## config.mk

```make
export PLATFORM = sky130hd
export DESIGN_NAME = pool_ctrl
export DESIGN_NICKNAME = d
export VERILOG_FILES = /design/src/design/pool_cfg_pkg.sv /design/src/design/pool_data_pkg.sv /design/src/design/pool_ctrl.sv
export VERILOG_INCLUDE_DIRS = /design/src /design/src/include
export SDC_FILE = /design/constraint.sdc
export NUM_CORES = 1
export LEC_CHECK = 0
export BUFFER_PORTS_ARGS = -buffer_cell sky130_fd_sc_hd__buf_2
export CORE_ASPECT_RATIO = 1.4
export CORE_MARGIN = 2
export CORE_UTILIZATION = 40
export DETAILED_ROUTE_END_ITERATION = 6
export PLACE_DENSITY = 0.66
export SLEW_MARGIN = 20
export SYNTH_ARGS = -nofsm -noshare
export SYNTH_HDL_FRONTEND = slang
export SYNTH_SLANG_ARGS = --single-unit
```

## constraint.sdc

```tcl
create_clock -name clk -period 169.5 [get_ports clk]
set_input_delay 33.9 -clock clk [delete_from_list [all_inputs] [get_ports clk]]
set_output_delay 33.9 -clock clk [all_outputs]
set_load 0.01 [all_outputs]
```

## src/include/pool_defs.svh

```systemverilog
`ifndef POOL_DEFS_SVH
`define POOL_DEFS_SVH

// lane count and its log, keep the two in step
`define N_PE            4
`define LOG_N_PE        2

// depth of one bank is 2**ADDR_RAM pixels
`define ADDR_RAM        10

// running maxima held per lane
`define MAX_OUT_WID     16

`define LAT_READ_BUF    1   // feature bank read
`define LAT_POOL        1   // lane result register

`define PIX_W           8

`endif

```

## src/design/pool_cfg_pkg.sv

```systemverilog
`default_nettype none

package pool_cfg_pkg;

    typedef logic [15:0] dim_t;     // width, height or size in pixels
    typedef logic [3:0]  win_t;     // pooling window side
    typedef logic [7:0]  chan_t;    // channel count or block index

    typedef enum logic [1:0] {
        idle,
        block_sel,
        block_run
    } pool_state_t;

endpackage

`default_nettype wire

```

## src/design/pool_data_pkg.sv

```systemverilog
`default_nettype none

`include "pool_defs.svh"

package pool_data_pkg;

    typedef logic signed [`PIX_W-1:0]          pixel_t;
    typedef logic [`ADDR_RAM-1:0]              addr_t;
    typedef logic [`N_PE-1:0]                  lane_mask_t;     // one bit per lane
    typedef logic [$clog2(`MAX_OUT_WID)-1:0]   col_t;

endpackage

`default_nettype wire

```

## src/design/pool_ctrl.sv

```systemverilog
`timescale 1ns/1ps
`default_nettype none

`include "pool_defs.svh"

module pool_ctrl (
    input  logic                        clk,
    input  logic                        rst,
    input  logic                        start,
    input  pool_cfg_pkg::chan_t         data_ch,
    input  pool_cfg_pkg::dim_t          data_wid,
    input  pool_cfg_pkg::dim_t          data_hei,
    input  pool_cfg_pkg::win_t          pool_horiz,
    input  pool_cfg_pkg::win_t          pool_vert,
    output pool_cfg_pkg::dim_t          out_wid,
    output pool_cfg_pkg::dim_t          out_hei,
    output pool_data_pkg::lane_mask_t   rd_en,
    output pool_data_pkg::addr_t        rd_addr,
    output pool_data_pkg::lane_mask_t   shift,
    output logic                        win_first,
    output logic                        win_last,
    output pool_data_pkg::col_t         out_col,
    output pool_data_pkg::lane_mask_t   wr_en,
    output pool_data_pkg::addr_t        wr_addr,
    output logic                        done
);

    pool_cfg_pkg::pool_state_t  state;

    pool_cfg_pkg::dim_t         input_size;
    pool_cfg_pkg::dim_t         output_size;
    pool_cfg_pkg::chan_t        blk_full;       // blocks with all lanes busy
    logic [`LOG_N_PE-1:0]       extra_c;
    pool_cfg_pkg::chan_t        blk_total;
    pool_cfg_pkg::chan_t        cb;
    pool_data_pkg::lane_mask_t  blk_mask;
    pool_data_pkg::lane_mask_t  part_mask;

    pool_cfg_pkg::dim_t         rd_idx;
    pool_cfg_pkg::dim_t         wr_idx;

    pool_data_pkg::lane_mask_t  sh_pipe [`LAT_READ_BUF];
    logic [`LAT_POOL-1:0]       wl_pipe;

    pool_cfg_pkg::win_t         h_cnt;
    pool_cfg_pkg::win_t         v_cnt;
    pool_cfg_pkg::win_t         h_last;
    pool_cfg_pkg::win_t         v_last;
    pool_cfg_pkg::dim_t         col_num;
    pool_data_pkg::col_t        oc;

    assign input_size  = data_wid * data_hei;
    assign out_wid     = data_wid / pool_cfg_pkg::dim_t'(pool_horiz);
    assign out_hei     = data_hei / pool_cfg_pkg::dim_t'(pool_vert);
    assign output_size = out_wid * out_hei;

    assign blk_full  = data_ch >> `LOG_N_PE;
    assign extra_c   = data_ch[`LOG_N_PE-1:0];
    assign blk_total = blk_full + pool_cfg_pkg::chan_t'(extra_c != '0);

    // low lanes only in the leftover block
    always_comb begin
        for (int i = 0; i < `N_PE; i++) begin
            part_mask[i] = (i < int'(extra_c));
        end
    end

    always_ff @(posedge clk or posedge rst) begin
        if (rst) begin
            state    <= pool_cfg_pkg::idle;
            cb       <= '0;
            blk_mask <= '0;
            rd_idx   <= '0;
            wr_idx   <= '0;
        end else begin
            case (state)
                pool_cfg_pkg::idle: begin
                    cb <= '0;
                    if (start) begin
                        state <= pool_cfg_pkg::block_sel;
                    end
                end
                pool_cfg_pkg::block_sel: begin
                    rd_idx <= '0;
                    wr_idx <= '0;
                    if (cb == blk_total) begin
                        state <= pool_cfg_pkg::idle;
                    end else begin
                        state    <= pool_cfg_pkg::block_run;
                        blk_mask <= (extra_c != '0 && cb == blk_full) ? part_mask : '1;
                    end
                end
                pool_cfg_pkg::block_run: begin
                    if (rd_idx < input_size) begin
                        rd_idx <= rd_idx + 1'b1;
                    end
                    if (wr_en != '0) begin
                        wr_idx <= wr_idx + 1'b1;
                    end
                    if (wr_idx == output_size) begin    // block drained
                        cb    <= cb + 1'b1;
                        state <= pool_cfg_pkg::block_sel;
                    end
                end
                default: begin
                    state <= pool_cfg_pkg::idle;
                end
            endcase
        end
    end

    assign done = (state == pool_cfg_pkg::block_sel) && (cb == blk_total);

    assign rd_en   = (state == pool_cfg_pkg::block_run && rd_idx < input_size) ? blk_mask : '0;
    assign rd_addr = pool_data_pkg::addr_t'(input_size * pool_cfg_pkg::dim_t'(cb) + rd_idx);
    assign wr_addr = pool_data_pkg::addr_t'(output_size * pool_cfg_pkg::dim_t'(cb) + wr_idx);

    // shift trails the bank read, write trails the closing shift
    always_ff @(posedge clk or posedge rst) begin
        if (rst) begin
            for (int i = 0; i < `LAT_READ_BUF; i++) begin
                sh_pipe[i] <= '0;
            end
            wl_pipe <= '0;
        end else begin
            sh_pipe[0] <= rd_en;
            for (int i = 1; i < `LAT_READ_BUF; i++) begin
                sh_pipe[i] <= sh_pipe[i-1];
            end
            wl_pipe[0] <= win_last && (shift != '0);
            for (int i = 1; i < `LAT_POOL; i++) begin
                wl_pipe[i] <= wl_pipe[i-1];
            end
        end
    end

    assign shift = sh_pipe[`LAT_READ_BUF-1];
    assign wr_en = wl_pipe[`LAT_POOL-1] ? blk_mask : '0;

    assign h_last    = pool_horiz - 1'b1;
    assign v_last    = pool_vert - 1'b1;
    assign win_first = (h_cnt == '0) && (v_cnt == '0);
    assign win_last  = (h_cnt == h_last) && (v_cnt == v_last);
    assign out_col   = oc;

    // window position, one step per shifted pixel
    always_ff @(posedge clk or posedge rst) begin
        if (rst) begin
            h_cnt   <= '0;
            v_cnt   <= '0;
            col_num <= '0;
            oc      <= '0;
        end else if (state != pool_cfg_pkg::block_run) begin
            h_cnt   <= '0;
            v_cnt   <= '0;
            col_num <= '0;
            oc      <= '0;
        end else if (shift != '0) begin
            if (h_cnt == h_last) begin
                h_cnt <= '0;
                oc    <= oc + 1'b1;
            end else begin
                h_cnt <= h_cnt + 1'b1;
            end
            if (col_num == data_wid - 1'b1) begin  // row wrap
                col_num <= '0;
                oc      <= '0;
                v_cnt   <= (v_cnt == v_last) ? '0 : v_cnt + 1'b1;
            end else begin
                col_num <= col_num + 1'b1;
            end
        end
    end

endmodule

`default_nettype wire

```

# Yosys cells after proc, flatten, opt, wreduce, memory -nomap -nowiden
# Cells that the tools add are included.
[classes] n_mul=4 magnitude_cmp=4 bitwise=1 mux=27 add_sub_neg=13 reduce_logical=24 div=2 n_eq_ne=13
[ops] operator="16-bit two-way mux" n=5
[ops] operator="16-bit case mux with 2 select lines" n=2
[ops] operator="4-bit two-way mux" n=14
[ops] operator="16-bit by 1-bit adder with 16-bit output, second input constant" n=3
[ops] operator="16-bit by 4-bit divider with 16-bit output" n=2
[ops] operator="16-bit equality test" n=2
[ops] operator="16-bit by 16-bit multiplier with 16-bit output" n=2
[ops] operator="16-bit by 8-bit multiplier with 10-bit output" n=2
[ops] operator="10-bit adder" n=2
[ops] operator="16-bit less-than comparator" n=1
[ops] operator="8-bit case mux with 2 select lines" n=1
[ops] operator="16-bit by 1-bit subtractor with 16-bit output, second input constant" n=1
[ops] operator="2-bit AND reduction" n=7
[ops] operator="4-bit by 1-bit adder with 4-bit output, second input constant" n=3
[ops] operator="2-bit != test, second input constant" n=5
[ops] operator="2-bit nonzero test" n=5
[ops] operator="8-bit by 1-bit adder with 8-bit output, second input constant" n=1
[ops] operator="4-bit equality test" n=2
[ops] operator="8-bit by 6-bit equality test with 1-bit output" n=1
[ops] operator="8-bit by 7-bit equality test with 1-bit output" n=1
[ops] operator="4-bit zero test" n=2
[ops] operator="8-bit two-way mux" n=1
[ops] operator="4-bit nonzero test" n=2
[ops] operator="4-bit by 1-bit subtractor with 4-bit output, second input constant" n=2
[ops] operator="11 further kinds" n=19
[word_totals] input_bits=51 regBits=79

# Longest topological paths before layout
[logic_depth] ltp_word=6 depth_mapped=189 mapped_depth_nobuf=180

# Worst setup path after synthesis
# Ideal clock, no wire load.
[synth_timing] path_kind="input-to-output" from="input pool_horiz[0]" to="output wr_addr[9]" t_arrival_ns=67.069 path_buffers=6 cell_stages=162 slack_ns=68.531 cell_sequence="inv_1 -> ha_1 -> nor4b_1 -> a2bb2oi_2 -> ha_1 -> nor2_1 -> or4_4 -> and2_1 -> a41o_1 -> ha_1 -> a21oi_1 -> a21o_1 -> mux2i_1 -> ha_1 -> o211ai_1 -> nand2_1 -> a21oi_2 -> inv_2 -> [... 126 more ...] -> ha_1 -> a21oi_1 -> xnor2_1 -> nand2_1 -> fa_1 -> inv_1 -> fa_1 -> fa_1 -> inv_1 -> fa_1 -> xnor2_1 -> xnor2_1 -> xnor2_1 -> xnor2_1 -> xnor2_1 -> xnor2_1 -> xnor2_1 -> xnor2_1"
[synth_between] elab_chain_cells=4
[synth_rtl] item="from (decl)" line_no="pool_ctrl.sv:13" rtl="input pool_cfg_pkg::win_t pool_horiz,"
[synth_rtl] item="16-bit by 4-bit divider with 16-bit output" line_no="pool_ctrl.sv:53" rtl="assign out_wid = data_wid / pool_cfg_pkg::dim_t'(pool_horiz);"
[synth_rtl] item="named net out_wid[9]" line_no="pool_ctrl.sv:15" rtl="output pool_cfg_pkg::dim_t out_wid,"
[synth_rtl] item="16-bit by 16-bit multiplier with 16-bit output" line_no="pool_ctrl.sv:55" rtl="assign output_size = out_wid * out_hei;"
[synth_rtl] item="16-bit by 8-bit multiplier with 10-bit output" line_no="pool_ctrl.sv:116" rtl="assign wr_addr = pool_data_pkg::addr_t'(output_size * pool_cfg_pkg::dim_t'(cb) + wr_idx);"
[synth_rtl] item="10-bit adder" line_no="pool_ctrl.sv:116"
[synth_rtl] item="to (decl)" line_no="pool_ctrl.sv:24" rtl="output pool_data_pkg::addr_t wr_addr,"
# The timed path passes the listed nets, and every way through them passes these cells.

# Final worst setup path
[layout_timing] from="input pool_horiz[0]" to="output wr_addr[9]"
[layout_between] elab_chain_cells=4
[layout_rtl] item="16-bit by 4-bit divider with 16-bit output" line_no="pool_ctrl.sv:53"
[layout_rtl] item="16-bit by 16-bit multiplier with 16-bit output" line_no="pool_ctrl.sv:55"
[layout_rtl] item="16-bit by 8-bit multiplier with 10-bit output" line_no="pool_ctrl.sv:116"
[layout_rtl] item="10-bit adder" line_no="pool_ctrl.sv:116"
# Every way passes these cells.

==> impl_metrics.env <==
export IMPL_wl_per_cell_um=19.5
export IMPL_clkLatencyLatePin_ns=0.35
export IMPL_worstPathArrival_ns=77.95
export IMPL_layout_nets=3843
export IMPL_path_clk_slew_ns=0.07
export IMPL_period_share_pct=66.0
export IMPL_cts_setup_buffers=0
export IMPL_final_common_cell="nand2_1"
export IMPL_preCtsSetupSlack_ns=58.53
export IMPL_status="finished, final reports clean"
export IMPL_core_um2=63000
export IMPL_setup_viol=0
export IMPL_cts_root_buffer="clkbuf_16"
export IMPL_die_w_um=217
export IMPL_vias_per_cell=5.71
export IMPL_io_pins=122
export IMPL_synth_enable_flop_cells=0
export IMPL_vias=23500
export IMPL_crit_path_start_kind="input pin"
export IMPL_ant_nets=0
export IMPL_grt_max_degree=72
export IMPL_antenna_found_initial=5
export IMPL_layout_drive_gt1_share_pct=9.58
export IMPL_synth_xor_xnor_area_share_pct=8.78
export IMPL_hold_violations=0
export IMPL_fin_setup_tns_ns=0
export IMPL_slew_headroom_pct=22.8
export IMPL_grt_pass1_wl_um=126000
export IMPL_ys_seq_area_share_pct=7.76
export IMPL_ys_seq_elements=79
export IMPL_cap_viol_max_count=0
export IMPL_fill_cells=6505
export IMPL_first_pass_iters=5
export IMPL_endpoint_kind="output port"
export IMPL_avgSynthCellArea_um2=7.81
export IMPL_ys_async_sr_fraction_pct=100
export IMPL_skew_ns=0.0114
export IMPL_numPortBuffers=121
export IMPL_crit_type="in -> out"
export IMPL_synth_yosys_warnings=0
export IMPL_ctsResizeCount=0
export IMPL_grt_pass1_vias=23200
export IMPL_crit_path_top_delay_cell="nor3_2"
export IMPL_htree_levels=3
export IMPL_synth_nets=3818
export IMPL_min_period_ns=111.85
export IMPL_synth_top_family_by_area="adder cells"
export IMPL_cts_tree="built"
export IMPL_synth_compound_area_share_pct=18.5
export IMPL_fin_ws_ns=57.65
export IMPL_cts_hold_buf=0
export IMPL_slew_violations=0
export IMPL_worstPathRequired_ns=135.60
export IMPL_yosys_area_share_simple_pct=22.6
export IMPL_place_hpwl_um=65800
export IMPL_dieArea_um2=65700
export IMPL_synth_cells=3259
export IMPL_die_h_um=303
export IMPL_num_rows=109
export IMPL_critPathMaxFanout=19
export IMPL_drt_wl_total_um=80300
export IMPL_initial_core_util_pct=40.4
export IMPL_cts_made_buffers=9
export IMPL_mostFrequentLayoutCells="nand2_1, inv_1, ha_1"
export IMPL_reg2reg_slack_ns=164.12
export IMPL_ys_flop_type="dfrtp_1"
export IMPL_overflow=0
export IMPL_cp_slowest_stage_delay_ns=0.95
export IMPL_crit_top_cell="a21oi_1"
export IMPL_place_gp_congestion=0.979
export IMPL_cts_sinks=79
export IMPL_rsz0062_at_grt="false"
export IMPL_hold_path_class="reg -> reg"
export IMPL_synth_area_um2=25500
export IMPL_drt_iter0_drc=1459
export IMPL_tightest_slew_ns=1.15
export IMPL_ys_types=126
export IMPL_grt_total_usage_pct=24.2
export IMPL_area_growth_pct=6.31
export IMPL_synth_mux_area_share_pct=2.82
export IMPL_drcViolationCount=0
export IMPL_cts_buffer_depth=2
export IMPL_synth_fa_ha_area_share_pct=31.6
export IMPL_fmax_mhz=8.94
## cells in the mapped netlist (all sizes together), types with 8 or more instances
cell / instances / share of area, %
nor3b: 9 / 0.27
nor3: 90 / 2.0
nor4: 20 / 0.75
o2111ai: 8 / 0.30
o21a: 61 / 1.8
mux2: 35 / 1.6
o31a: 8 / 0.28
inv: 400 / 5.9
nand3: 75 / 1.5
xor2: 73 / 2.6
o21bai: 20 / 0.59
clkbuf: 106 / 1.6
dfrtp: 79 / 7.8
a31oi: 23 / 0.62
o22ai: 16 / 0.39
nand2: 397 / 5.9
xnor2: 178 / 6.1
o31ai: 25 / 0.86
and3: 29 / 0.73
a211oi: 21 / 0.81
buf: 24 / 0.47
ha: 284 / 14
nand3b: 8 / 0.28
o21ai: 128 / 2.6
nand2b: 36 / 0.88
or3: 26 / 0.68
or4: 18 / 0.59
or2: 24 / 0.59
a21boi: 12 / 0.37
o211ai: 29 / 0.91
nor2: 231 / 3.4
a21o: 44 / 1.3
a21oi: 164 / 3.3
mux2i: 30 / 1.2
nand4: 35 / 0.88
nor2b: 19 / 0.47
a31o: 8 / 0.28
and2: 108 / 2.7
o41ai: 9 / 0.34
fa: 224 / 18
## cell type report
| class | instances | area [um2] | area share (%) |
|---|---|---|---|
| Sequential cell | 79 | 1980 | 7.30 |
| Multi-Input combinational cell | 2650 | 21500 | 79.4 |
| Clock inverter | 7 | 61.3 | 0.226 |
| Timing Repair Buffer | 144 | 778 | 2.87 |
| Clock buffer | 9 | 225 | 0.832 |
| Antenna cell | 2 | 5.00 | 0.0185 |
| Inverter | 400 | 1500 | 5.55 |
| Tap cell | 832 | 1040 | 3.85 |
## worst max-delay path: cells and delay by family
kind                       cells  cell delay, ns
AOI/OAI and AO/OA             61           15.38
xor gates and xnor gates       9            1.47
adders and majority gates     27            9.40
and+or+nand+nor               40           12.59
buffers and inverters         17            3.45
muxes                          4            1.66
## metal layers
metal | GRT usage [%] | up-vias | wire [um]
li1 | - | 11200 | -
met1 | 27.8 | 11400 | 31700
met2 | 43.8 | 724 | 39500
met3 | 2.35 | 199 | 3860
met4 | 14.0 | 6 | 5090
met5 | 0 | - | 40
## sequential cells by signal (all words and copies together), names as in the netlist
register and cells:
col_num 16, shift 4, out_col 4, cb 8, wr_idx 16, state 2
v_cnt 4, blk_mask 4, h_cnt 4, rd_idx 16, wl_pipe 1
## logic make-up (layout without fill, tap and decap cells)
| family | Yosys count | count (layout) |
|---|---|---|
| adders and majority gates | 510 | 510 |
| buffers and inverters | 530 | 560 |
| xor gates and xnor gates | 252 | 252 |
| other | 0 | 2 |
| AOI/OAI and AO/OA | 673 | 673 |
| and+or+nand+nor | 1150 | 1150 |
| muxes | 65 | 65 |
| DFF | 79 | 79 |
## worst paths after layout
check,from,endpoint,cells past startpoint
setup / recovery,pool_horiz[0],wr_addr[9],158
hold / removal,blk_mask[0],blk_mask[0],2
setup reg to reg,wr_idx[15],cb[7],22
hold reg to reg,blk_mask[0],blk_mask[0],2
max in group asynchronous,rst,cb[7],3
min in group asynchronous,rst,col_num[10],2
## per-stage QoR
stage	hold WS (ns)	cell area (um2)	std cells	util [%]
final	0.487	27100	4123	43.0
after global routing	0.500	27100	4122	43.0
after CTS	0.490	27100	4121	43.0
after detailed placement	0.471	26800	4105	42.5
after global placement	0.484	26800	4105	42.5
after floorplan	0.444	25500	3259	-
Power is left out: the tool's default activity adds up to more than one toggle a clock period on the data nets, which glitch-free logic cannot reach.
