--- src/include/pool_defs.svh ---
`ifndef POOL_DEFS_SVH
`define POOL_DEFS_SVH

// lane count and its log, keep the two in step
`define N_PE            4
`define LOG_N_PE        2

// depth of one bank is 2**ADDR_RAM pixels
`define ADDR_RAM        10

// running maxima held per lane
`define MAX_OUT_WID     16

`define LAT_READ_BUF    1   // feature bank read
`define LAT_POOL        1   // lane result register

`define PIX_W           8

`endif

--- src/design/pool_data_pkg.sv ---
`default_nettype none

`include "pool_defs.svh"

package pool_data_pkg;

    typedef logic signed [`PIX_W-1:0]          pixel_t;
    typedef logic [`ADDR_RAM-1:0]              addr_t;
    typedef logic [`N_PE-1:0]                  lane_mask_t;     // one bit per lane
    typedef logic [$clog2(`MAX_OUT_WID)-1:0]   col_t;

endpackage

`default_nettype wire

--- src/design/pool_lane.sv ---
`timescale 1ns/1ps
`default_nettype none

`include "pool_defs.svh"

module pool_lane (
    input  logic                    clk,
    input  logic                    rst,
    input  logic                    shift,
    input  logic                    win_first,
    input  logic                    win_last,
    input  pool_data_pkg::col_t     out_col,
    input  pool_data_pkg::pixel_t   pixel,
    output pool_data_pkg::pixel_t   result
);

    // one partial max per output column of the current window row
    pool_data_pkg::pixel_t acc [`MAX_OUT_WID];
    pool_data_pkg::pixel_t prev;
    pool_data_pkg::pixel_t cur;

    assign prev = acc[out_col];

    // first pixel of a window restarts the entry
    assign cur = (win_first || pixel > prev) ? pixel : prev;   // signed compare

    always_ff @(posedge clk) begin
        if (shift) begin
            acc[out_col] <= cur;
        end
    end

    always_ff @(posedge clk or posedge rst) begin
        if (rst) begin
            result <= '0;
        end else if (shift && win_last) begin
            result <= cur;
        end
    end

endmodule

`default_nettype wire

--- config.mk ---
export PLATFORM = sky130hd
export DESIGN_NAME = pool_lane
export DESIGN_NICKNAME = d
export VERILOG_FILES = /design/src/design/pool_data_pkg.sv /design/src/design/pool_lane.sv
export VERILOG_INCLUDE_DIRS = /design/src /design/src/include
export SDC_FILE = /design/constraint.sdc
export NUM_CORES = 1
export LEC_CHECK = 0
export ABC_AREA = 1
export BUFFER_PORTS_ARGS = -buffer_cell sky130_fd_sc_hd__clkbuf_2
export CORE_ASPECT_RATIO = 0.8
export CORE_MARGIN = 2
export CORE_UTILIZATION = 61
export DETAILED_ROUTE_END_ITERATION = 6
export HOLD_SLACK_MARGIN = 0.1
export PLACE_DENSITY_LB_ADDON = 0.05
export SYNTH_ARGS = -nofsm -noshare
export SYNTH_HDL_FRONTEND = slang
export SYNTH_SLANG_ARGS = --single-unit
--- constraint.sdc ---
create_clock -name clk -period 3.1 [get_ports clk]
set_clock_uncertainty 0.15 [all_clocks]
set_input_delay 0.62 -clock clk [delete_from_list [all_inputs] [get_ports clk]]
set_output_delay 0.62 -clock clk [all_outputs]
set_load 0.01 [all_outputs]
======== Word level (Yosys, flattened, before mapping) ========
Memories as Yosys holds them, arrays and structs flattened.
Cells that the tools add are included.
storage, ports and cells
  flip-flop bits (word level) ............. 8
  RAM bits ................................ 128
  output and inout port bits .............. 8
  word-level logic and storage cells ...... 8
  memories ................................ 1
memory list
  memory  words  bits a word  read ports  clocked after memory_dff  wr ports  line             RTL
  acc     16     8            1           0                         1         pool_lane.sv:18  pool_data_pkg::pixel_t acc [`MAX_OUT_WID];
operators by class
  magnitude comparators ................... 1
  multiplexer cells ....................... 3
  reductions and logical operators ........ 2
operator list
  cell                           number
  8-bit greater-than comparator  1
  8-bit 2-to-1 mux               1
  1-bit 2-to-1 mux               2
  1-bit logical AND              1
  1-bit logical OR               1

======== Depth between registers and ports, before layout ========
Gate-level depths: netlist of the first run.
An unclocked memory read counts as a cell.
  depth after elaboration ................. 4
  depth in mapped cells ................... 25
  gate-level depth less buffers ........... 24

======== Worst setup path before layout of the first run ========
No wires, ideal clock.
  path kind ............................... input port to flip-flop
  start point ............................. input port out_col[0]
  end point ............................... memory acc[0][0] in the netlist's numbering, data pin
  data arrival time ....................... 2.890 ns
  required time ........................... 2.739 ns
  slack ................................... -0.151 ns
  stages .................................. 18
  path through ............................ buf_4 nor2_4 buf_2 nand2_1 nand4_1 nand2_1 nand2_1 nor2_2 ha_1 a21o_1 nor2_1 nand2_1 nand2_1 nand2_1 nand2_1 nand2_1 nand2_1 and2_1
between the ends
  longest elaborated chain between the ends .. 4
ends and longest elaborated chain
  item                           line             RTL
  start: declaration             pool_lane.sv:12  input pool_data_pkg::col_t out_col,
  memory read 16 x 8 bit (*)     -
  8-bit greater-than comparator  pool_lane.sv:25  assign cur = (win_first || pixel > prev) ? pixel : prev;
  1-bit logical OR               pool_lane.sv:25
  8-bit 2-to-1 mux (*)           pool_lane.sv:25
  via cur[0]                     pool_lane.sv:20  pool_data_pkg::pixel_t cur;
  end: declaration               pool_lane.sv:18
Mark *: on every way through the listed nets, which the timed path passes. The rest lies on a longest branch.

======== Worst setup path in the final report of the first run ========
  start point ............................. input port out_col[0]
  end point ............................... memory acc[2][0] in the netlist's numbering, data pin
Same word-level chain as after synthesis.

==> reports/qor.txt, run 1 <==
Tcrit/Tclk final = 100.4%
Pwr Density = 668.5 nW/um^2
DRC violations left = 0
nets = 629
slowest cell delay on critical path = 0.26 ns
VDD IR-drop max = 0.7314 mV
power share of the combinational group = 12.4%
WP data required = 3.11 ns
vias in the first global route = 4015
Leak = 2.949 nW
Startpoint Class = input pin
final slew viol count = 0
CP endpoint kind = flop
I/O pin cnt = 25
Avg Synthesized Cell Area = 11.20 um^2
initial antenna violation count = 0
RSZ-0062 raised after global routing = true
top cell type by total area after synthesis = edfxtp_1
Detail Route Antenna Nets = 0
first-pass GRT wire length = 21630 um
critical path's slowest cell = ha_1
worst hold path type = flop to flop
Total Wirelength = 15490 um
sequential power share = 44.6%
#FFs+latches synth = 136
Yosys warning count = 0
outcome = finished, violations left
initial core utilization = 62.92%
Yosys cell types = 19
ranking of synthesized cells by area = edfxtp_1 67%, nand2_1 15%, dfrtp_1 3.5%
finished layout cell area = 7246 um^2
Vias = 4261
Mapped Cells = 510
clock share of power = 43.1%
Overall Power = 4.844 mW
crit path max fanout = 8
fmax = 0.3212 GHz
Sw Share = 23.49%
H-Tree Depth = 4
violated checks = setup timing
post-route setup slack = -0.01318 ns
Remaining Overflow, GRT = 0
DR pass1 iterations = 5
Most common cell on crit path = nand2_1
worst path cell trace = clkbuf_4, buf_6, nor2_4, buf_6, clkbuf_16, nand2_1, nand4_1, nand2_1, nand2_1, nor2_2, ha_1, nand2_1, nor2_2, buf_4, nand4_1, nand2_2, buf_4, nand3_4, and2_4
hold depth = 2
Die Ht = 90.54 um
Commonest cells post-synth = 222 x nand2_1, 128 x edfxtp_1, 28 x inv_1
hpwl dp = 8973 um
WP data arrival = 3.12 ns
Die X = 112.2 um
port buffer count = 24
worst slew pin tran = 0.5501 ns
Synth-to-Final Area Change = 26.88%
cts bufs inserted = 17
vias per std cell = 5.821
EDFF count, synth = 128
R2R setup slack = 0.34 ns
area share of the largest cell type after synthesis = 67.31%
number of cells on the worst reg-to-reg path = 17
RePlAce Congestion = 0.8685
largest net degree at the start of global routing = 26
CTS clk-pin slew, worst paths = 0.06 ns
reg-to-reg endpoint = acc[2][0]
Rows = 31
CTS Buffer Depth = 2
Fin Setup TNS = -0.08595 ns
Inserted Diodes = 0
Clock Latency Late Sink = 0.42 ns
DIE AREA = 10160 um^2
P_sw = 1.138 mW
Slew HR = 63.19%
initial DRC count = 564
# setup viols final = 16
Core Box Area = 9076 um^2
Mapped Area = 5710 um^2
final hold vios = 0
WL/cell = 21.15 um
Synth async-reset ratio = 5.882%
GRT Util Overall = 29.32%
reg2reg start = acc[9][7]
sequential area share after synthesis = 70.82%
main flop type after synthesis = edfxtp_1
placed cell area = 6305 um^2
Hold Startpoint = result[4]
crit path time final = 3.113 ns
Syn Nets = 535
Root Driver = clkbuf_16
Max Cap Viol = 0
fraction of layout cells with a size suffix above 1 = 24.31%
CP Class = input pin to flop
WHS Endpoint = result[4]
Pint = 3.706 mW
TritonCTS clock tree = done
Sink Count = 136
most frequent cell after synthesis = nand2_1
[cell type report]
cell class	count	area, um^2
sequential	136	4044
fill	525	1831
multi-input combinational	334	1614
timing repair buffer	83	710.7
clock buffer	20	436.7
clock inverter	12	173.9
tap	115	143.9
inverter	32	122.6
[cell families (layout without fill, tap and decap cells)]
logic type,count (synthesis),after routing,synth area share [%]
AND/OR/NAND/NOR,311,315,23.01
flip-flops,136,136,70.82
buffers and inverters,44,147,3.418
AO/OA/AOI/OAI,11,11,1.008
adder cells (fa/ha/maj),8,8,1.753
[power groups by stage]
stage               combinational, mW  clock, mW  sequential, mW
floorplan                       0.266          0            2.20
global placement                0.456          0            2.19
detailed placement              0.468          0            2.20
CTS                             0.477       2.10            2.16
global route                    0.649       2.18            2.16
finish                          0.598       2.09            2.16
[cells in the final DEF (no fill, tap or decap), types with 2 or more instances in the layout]
master,count
nand2_2,8
edfxtp_1,128
clkinv_2,3
nand4_1,25
inv_2,2
and2_4,11
nor2_1,19
ha_1,7
nand3_1,24
buf_12,4
nor2_2,9
clkbuf_2,23
inv_6,2
nand2_1,212
clkbuf_1,3
bufinv_16,4
o21ai_0,8
nand2_4,2
buf_6,6
clkinv_4,2
nor2_4,3
buf_4,44
inv_1,28
dfrtp_1,8
clkbuf_16,21
clkinv_1,2
[sequential cells by signal (all words and copies together), names as in the netlist]
signal	flops
result	8
acc	128
[how the worst max path moves through the flow]
stage               startpoint          to  slack [ns]  cells after the start
CTS                 out_col[0]   acc[4][4]       0.005                     20
floorplan           out_col[0]   acc[0][4]       0.006                     18
finish              out_col[0]   acc[2][0]       -0.01                     19
global route        out_col[0]  acc[14][5]       -0.12                     18
global placement    out_col[0]  acc[15][5]       -0.43                     17
detailed placement  out_col[0]   acc[9][5]       -0.50                     18
[worst max-delay path, delay by kind of cell]
family | cells | cell delay [ns]
adder cells (fa/ha/maj) | 1 | 0.26
AND/OR/NAND/NOR | 12 | 1.35
buffers and inverters | 6 | 0.87
[per-stage QoR]
| stage | util, % | hold WS, ns | setup slack (ns) | std cells |
|---|---|---|---|---|
| final | 79.83 | 0.3418 | -0.01318 | 732 |
| after global routing | 79.83 | 0.3601 | -0.1248 | 732 |
| after CTS | 76.40 | 0.3376 | 0.004776 | 717 |
| after detailed placement | 69.47 | 0.3237 | -0.5026 | 684 |
| after global placement | 69.47 | 0.3141 | -0.4308 | 684 |
| after floorplan | - | 0.2857 | 0.006086 | 510 |
[timing repair]
action / 4_1_cts / 5_1_grt
setup buffers: 0 / 6
resized for setup: 3 / 36
setup endpoints to repair: 128 / 132
endpoints found under the hold margin: 8 / 0
pin swaps: 0 / 8
hold buffers: 1 / 0
cloned: 0 / 9
[per-layer routing]
layer	track usage (%)	part of all wire [%]	routed length, um
met2	45.68	49	7583
met3	9.799	11	1689
met1	38.55	37	5744
met4	11.59	3.0	469
met5	0	0	0
No activity file was read; power rests on OpenSTA's default activity.
==> run 2: changes to the inputs <==
--- a/config.mk
+++ b/config.mk
@@ -13,6 +13,7 @@
 export CORE_UTILIZATION = 61
 export DETAILED_ROUTE_END_ITERATION = 6
 export HOLD_SLACK_MARGIN = 0.1
+export MAX_ROUTING_LAYER = met4
 export PLACE_DENSITY_LB_ADDON = 0.05
 export SYNTH_ARGS = -nofsm -noshare
 export SYNTH_HDL_FRONTEND = slang
==> reports/qor.txt, run 2 (synthesis gave the netlist of run 1 again) <==
CTS Buffer Depth = 2
Remaining Overflow, GRT = 0
Detail Route Antenna Nets = 0
Sink Count = 136
Max Cap Viol = 0
Hold WS = 0.3390 ns
Fin Setup TNS = -18.25 ns
Tcrit/Tclk final = 105.4%
power share of the combinational group = 15.9%
WP data arrival = 3.28 ns
worst slew pin tran = 0.7312 ns
Pwr Density = 648.8 nW/um^2
reg-to-reg endpoint = acc[7][2]
reg2reg start = acc[13][3]
clock share of power = 40.7%
fmax = 0.3061 GHz
vias in the first global route = 4069
Core Util, Final = 84.44%
P_sw = 1.261 mW
Top reg by flops = acc
initial DRC count = 564
final slew viol count = 0
initial core utilization = 62.92%
largest registers = acc: 128 flops, result: 8 flops
worst hold path type = flop to flop
Rows = 31
crit path max fanout = 8
sequential power share = 43.4%
Hold Startpoint = result[4]
TritonCTS clock tree = done
Inserted Diodes = 0
first-pass GRT wire length = 22120 um
Die X = 112.2 um
multi-input logic area = 1864 um^2
hpwl dp = 8937 um
WL/cell = 24.14 um
number of cells on the worst reg-to-reg path = 18
I/O pin cnt = 25
crit path time final = 3.267 ns
DIE AREA = 10160 um^2
Total Wirelength = 18060 um
final hold vios = 0
WHS Endpoint = result[4]
R2R setup slack = 0.15 ns
Sw Share = 25.36%
RePlAce Congestion = 0.8645
commonest non-fill, non-tap cell in the layout = nand2_1
post-route setup slack = -0.1673 ns
WP data required = 3.11 ns
Core Box Area = 9076 um^2
hold depth = 2
CP endpoint kind = flop
RSZ-0062 raised after global routing = true
vias per std cell = 6.197
CP Class = input pin to flop
Overall Power = 4.972 mW
Vias = 4635
largest net degree at the start of global routing = 26
Die Ht = 90.54 um
Synth-to-Final Area Change = 34.20%
Root Driver = clkbuf_16
GRT Util Overall = 30.94%
H-Tree Depth = 4
max reg flops = 128
CTS clk-pin slew, worst paths = 0.06 ns
# setup viols final = 131
sequential cell area = 4044 um^2
Leak = 3.081 nW
outcome = finished, violations left
DRC violations left = 0
Clock Latency Late Sink = 0.42 ns
# fillers = 453
Startpoint Class = input pin
violated checks = setup timing
initial antenna violation count = 0
most frequent cells in the layout = 194 x nand2_1, 128 x edfxtp_1, 45 x buf_4
Pint = 3.712 mW
VDD IR-drop max = 0.5302 mV
fraction of layout cells with a size suffix above 1 = 31.44%
DR pass1 iterations = 5
Slew HR = 50.95%
port buffer count = 24
nets = 645
cts bufs inserted = 17
[run 2: cell count changes in the layout (fill, tap and decap cells not counted), moves of 3 or more]
cell	before	now
nand2_1	212	194
nand2_2	8	18
nand3_1	24	15
buf_6	6	14
nand2_4	2	9
and2_4	11	16
nand3_4	1	6
nand3_2	0	4
nor2_4	3	7
buf_12	4	7
clkinvlp_4	0	3
ha_1	7	4
inv_1	28	25
nor2_2	9	6
[run 2: layer usage]
layer  part of all wire (%)  global-route usage [%]  vias to the layer above
met5                      0                       -                        -
met4                    5.3                   10.67                        0
met3                     12                   6.376                       96
met2                     47                   49.05                      347
met1                     35                   40.56                     2222
li1                       -                       -                     1970
[run 2: how the worst max path moves through the flow]
stage                          start   endpoint  slack (ns)
after floorplan           out_col[0]  acc[0][4]       0.006
after global placement    out_col[1]  acc[6][3]       -0.40
after detailed placement  out_col[1]  acc[0][3]       -0.48
after CTS                 out_col[1]  acc[4][6]        0.02
after global routing      out_col[1]  acc[8][4]       -0.19
final                     out_col[1]  acc[7][2]       -0.17
[run 2: area by class of cell]
class	instances	share of cell area, %
multi-input combinational	338	24.33
clock buffer	20	5.698
sequential	136	52.77
timing repair buffer	95	11.69
clock inverter	12	1.976
tap	115	1.878
inverter	32	1.665
[run 2: worst max-delay path: stages]
cell	delay, ns
buf_8	0.08
inv_4	0.03
buf_6	0.11
nor2_4	0.16
buf_12	0.15
buf_6	0.15
nand2_1	0.07
nand4_1	0.12
nand2_1	0.10
nand2_2	0.11
nor2_4	0.06
ha_1	0.26
nand2_1	0.07
nor2_2	0.16
buf_4	0.14
nand4_1	0.19
nand2_4	0.22
buf_6	0.14
nand3_2	0.10
and2_4	0.22
[run 2: per-stage QoR]
| step | cell area (um^2) | std cells | setup WS, ns |
|---|---|---|---|
| after detailed placement | 6325 | 685 | -0.4813 |
| final | 7664 | 748 | -0.1673 |
| after floorplan | 5743 | 510 | 0.006086 |
| after global placement | 6325 | 685 | -0.3974 |
| after global routing | 7664 | 748 | -0.1879 |
| after CTS | 6945 | 718 | 0.01545 |
[run 2: power by group through the flow]
stage | sequential [mW] | combinational, mW | clock, mW
floorplan | 2.20 | 0.266 | 0
finish | 2.16 | 0.790 | 2.02
global placement | 2.19 | 0.471 | 0
global route | 2.16 | 0.829 | 2.08
detailed placement | 2.20 | 0.483 | 0
CTS | 2.16 | 0.514 | 2.01
[run 2: timing repair]
action                     in CTS  in global routing
hold buffers                    1                  0
setup endpoints to repair     128                134
gates resized for setup        10                 98
gates cloned                    0                 15
setup buffers                   0                 15
hold endpoints to repair        8                  0
pin swaps                       0                 48
==> run 3: changes to the inputs <==
--- a/config.mk
+++ b/config.mk
@@ -10,7 +10,7 @@
 export BUFFER_PORTS_ARGS = -buffer_cell sky130_fd_sc_hd__clkbuf_2
 export CORE_ASPECT_RATIO = 0.8
 export CORE_MARGIN = 2
-export CORE_UTILIZATION = 61
+export CORE_UTILIZATION = 65
 export DETAILED_ROUTE_END_ITERATION = 6
 export HOLD_SLACK_MARGIN = 0.1
 export MAX_ROUTING_LAYER = met4
==> constraint.sdc (replaced) <==
create_clock -name clk -period 4.07 [get_ports clk]
set_clock_uncertainty 0.15 [all_clocks]
set_input_delay 0.814 -clock clk [delete_from_list [all_inputs] [get_ports clk]]
set_output_delay 0.814 -clock clk [all_outputs]
set_load 0.01 [all_outputs]
==> reports/qor.txt, run 3 (synthesis gave the netlist of run 1 again) <==
outcome = completed
hpwl dp = 9693 um
Die X = 108.8 um
final hold vios = 0
Overall Power = 3.427 mW
Clock Latency Late Sink = 0.53 ns
DRC violations left = 0
vias in the first global route = 3968
crit path time final = 3.634 ns
largest registers = acc: 128 flops, result: 8 flops
TritonCTS clock tree = done
worst hold path type = flop to flop
# fillers = 516
RePlAce Congestion = 0.9317
GRT Util Overall = 36.92%
I/O pin cnt = 25
RSZ-0062 raised after global routing = false
cts bufs inserted = 17
Pwr Density = 512.4 nW/um^2
Root Driver = clkbuf_8
DR pass1 iterations = 5
initial DRC count = 584
largest net degree at the start of global routing = 24
worst slew pin tran = 1.166 ns
WL/cell = 22.22 um
commonest non-fill, non-tap cell in the layout = nand2_1
Slew HR = 21.95%
cts repair resizes = 0
vias per std cell = 6.071
CTS Buffer Depth = 2
first-pass GRT wire length = 23120 um
Sink Count = 136
Total Wirelength = 15440 um
Top reg by flops = acc
port buffer count = 24
Die Ht = 87.84 um
final slew viol count = 0
CTS Hold Bufs = 1
max reg flops = 128
VDD IR-drop max = 0.4560 mV
Fin Setup TNS = 0 ns
WP data required = 4.17 ns
# setup viols final = 0
most frequent cells in the layout = 222 x nand2_1, 128 x edfxtp_1, 28 x inv_1
fmax = 0.2752 GHz
CP Class = input pin to flop
DIE AREA = 9556 um^2
nets = 595
Leak = 2.681 nW
initial core utilization = 67.02%
Remaining Overflow, GRT = 0
Synth-to-Final Area Change = 17.11%
Tcrit/Tclk final = 89.29%
CTS clk-pin slew, worst paths = 0.06 ns
post-CTS setup buffer count = 0
Max Cap Viol = 0
Startpoint Class = input pin
crit path max fanout = 16
WP data arrival = 3.73 ns
Rows = 30
Inserted Diodes = 0
fraction of layout cells with a size suffix above 1 = 15.09%
CP endpoint kind = flop
H-Tree Depth = 4
Vias = 4219
Core Box Area = 8521 um^2
initial antenna violation count = 0
Detail Route Antenna Nets = 0
==> run 3: cell types whose count changed in the layout (fill, tap and decap cells not counted), sizes merged <==
cell / delta
and2: -8
buf: -39
bufinv: -1
clkbuf: +4
clkinv: -2
clkinvlp: -3
inv: -1
==> run 3: metal layers <==
layer  global-route usage (%)  up-vias  share of wire, %
met3                    12.43       63                13
met4                    12.94        0               3.2
met1                    47.27     1944                36
met2                    55.91      356                47
li1                         -     1856                 -
met5                        -        -                 0
==> run 3: area by class of cell <==
class / instances / area (um^2) / area share, %
Clock buffer: 27 / 471.7 / 7.053
Clock inverter: 5 / 75.07 / 1.123
Inverter: 32 / 120.1 / 1.796
Multi-Input combinational cell: 330 / 1471 / 22.00
Sequential cell: 136 / 4044 / 60.47
Tap cell: 112 / 140.1 / 2.095
Timing Repair Buffer: 53 / 365.4 / 5.463
==> run 3: per-stage QoR <==
step	cells	area, um^2	hold slack [ns]	setup WS (ns)	util, %
2_1_floorplan	510	5710	0.3657	0.6251	-
3_3_place_gp	662	6131	0.3133	0.1960	71.95
3_5_place_dp	662	6131	0.3178	0.1402	71.95
4_1_cts	695	6688	0.3328	0.5464	78.49
5_1_grt	695	6688	0.3542	0.2178	78.49
6_report	695	6688	0.3295	0.4360	78.49
==> run 3: critical path: stages <==
cell	delay (ns)
clkbuf_2	0.25
buf_4	0.24
o21ai_0	0.11
nand2_1	0.07
nand3_1	0.07
nand2_1	0.06
nand2_1	0.07
nor2_2	0.18
ha_1	0.29
a21oi_1	0.22
nand2_1	0.10
nand2_1	0.08
nand2_1	0.05
nand2_1	0.05
nand2_1	0.05
nand2_1	0.07
nand2_1	0.25
nand2_1	0.16
and2_1	0.53
==> run 3: power breakdown <==
part / switching [mW] / internal (mW) / total [mW]
sequential: 0.0157 / 1.63 / 1.65
clock: 0.528 / 0.902 / 1.43
combinational: 0.251 / 0.0989 / 0.350
==> run 3: path summary, 6_finish.rpt <==
path / slack, ns / endpoint / cells past startpoint / start
worst max-delay path: 0.44 / acc[8][4] / 19 / out_col[0]
worst min-delay path: 0.33 / result[1] / 2 / result[1]
worst max register to register: 0.82 / acc[8][4] / 18 / acc[13][3]
worst min register to register: 0.33 / result[1] / 2 / result[1]
max in group asynchronous: 2.83 / result[2] / 3 / rst
min in group asynchronous: 0.65 / result[5] / 3 / rst
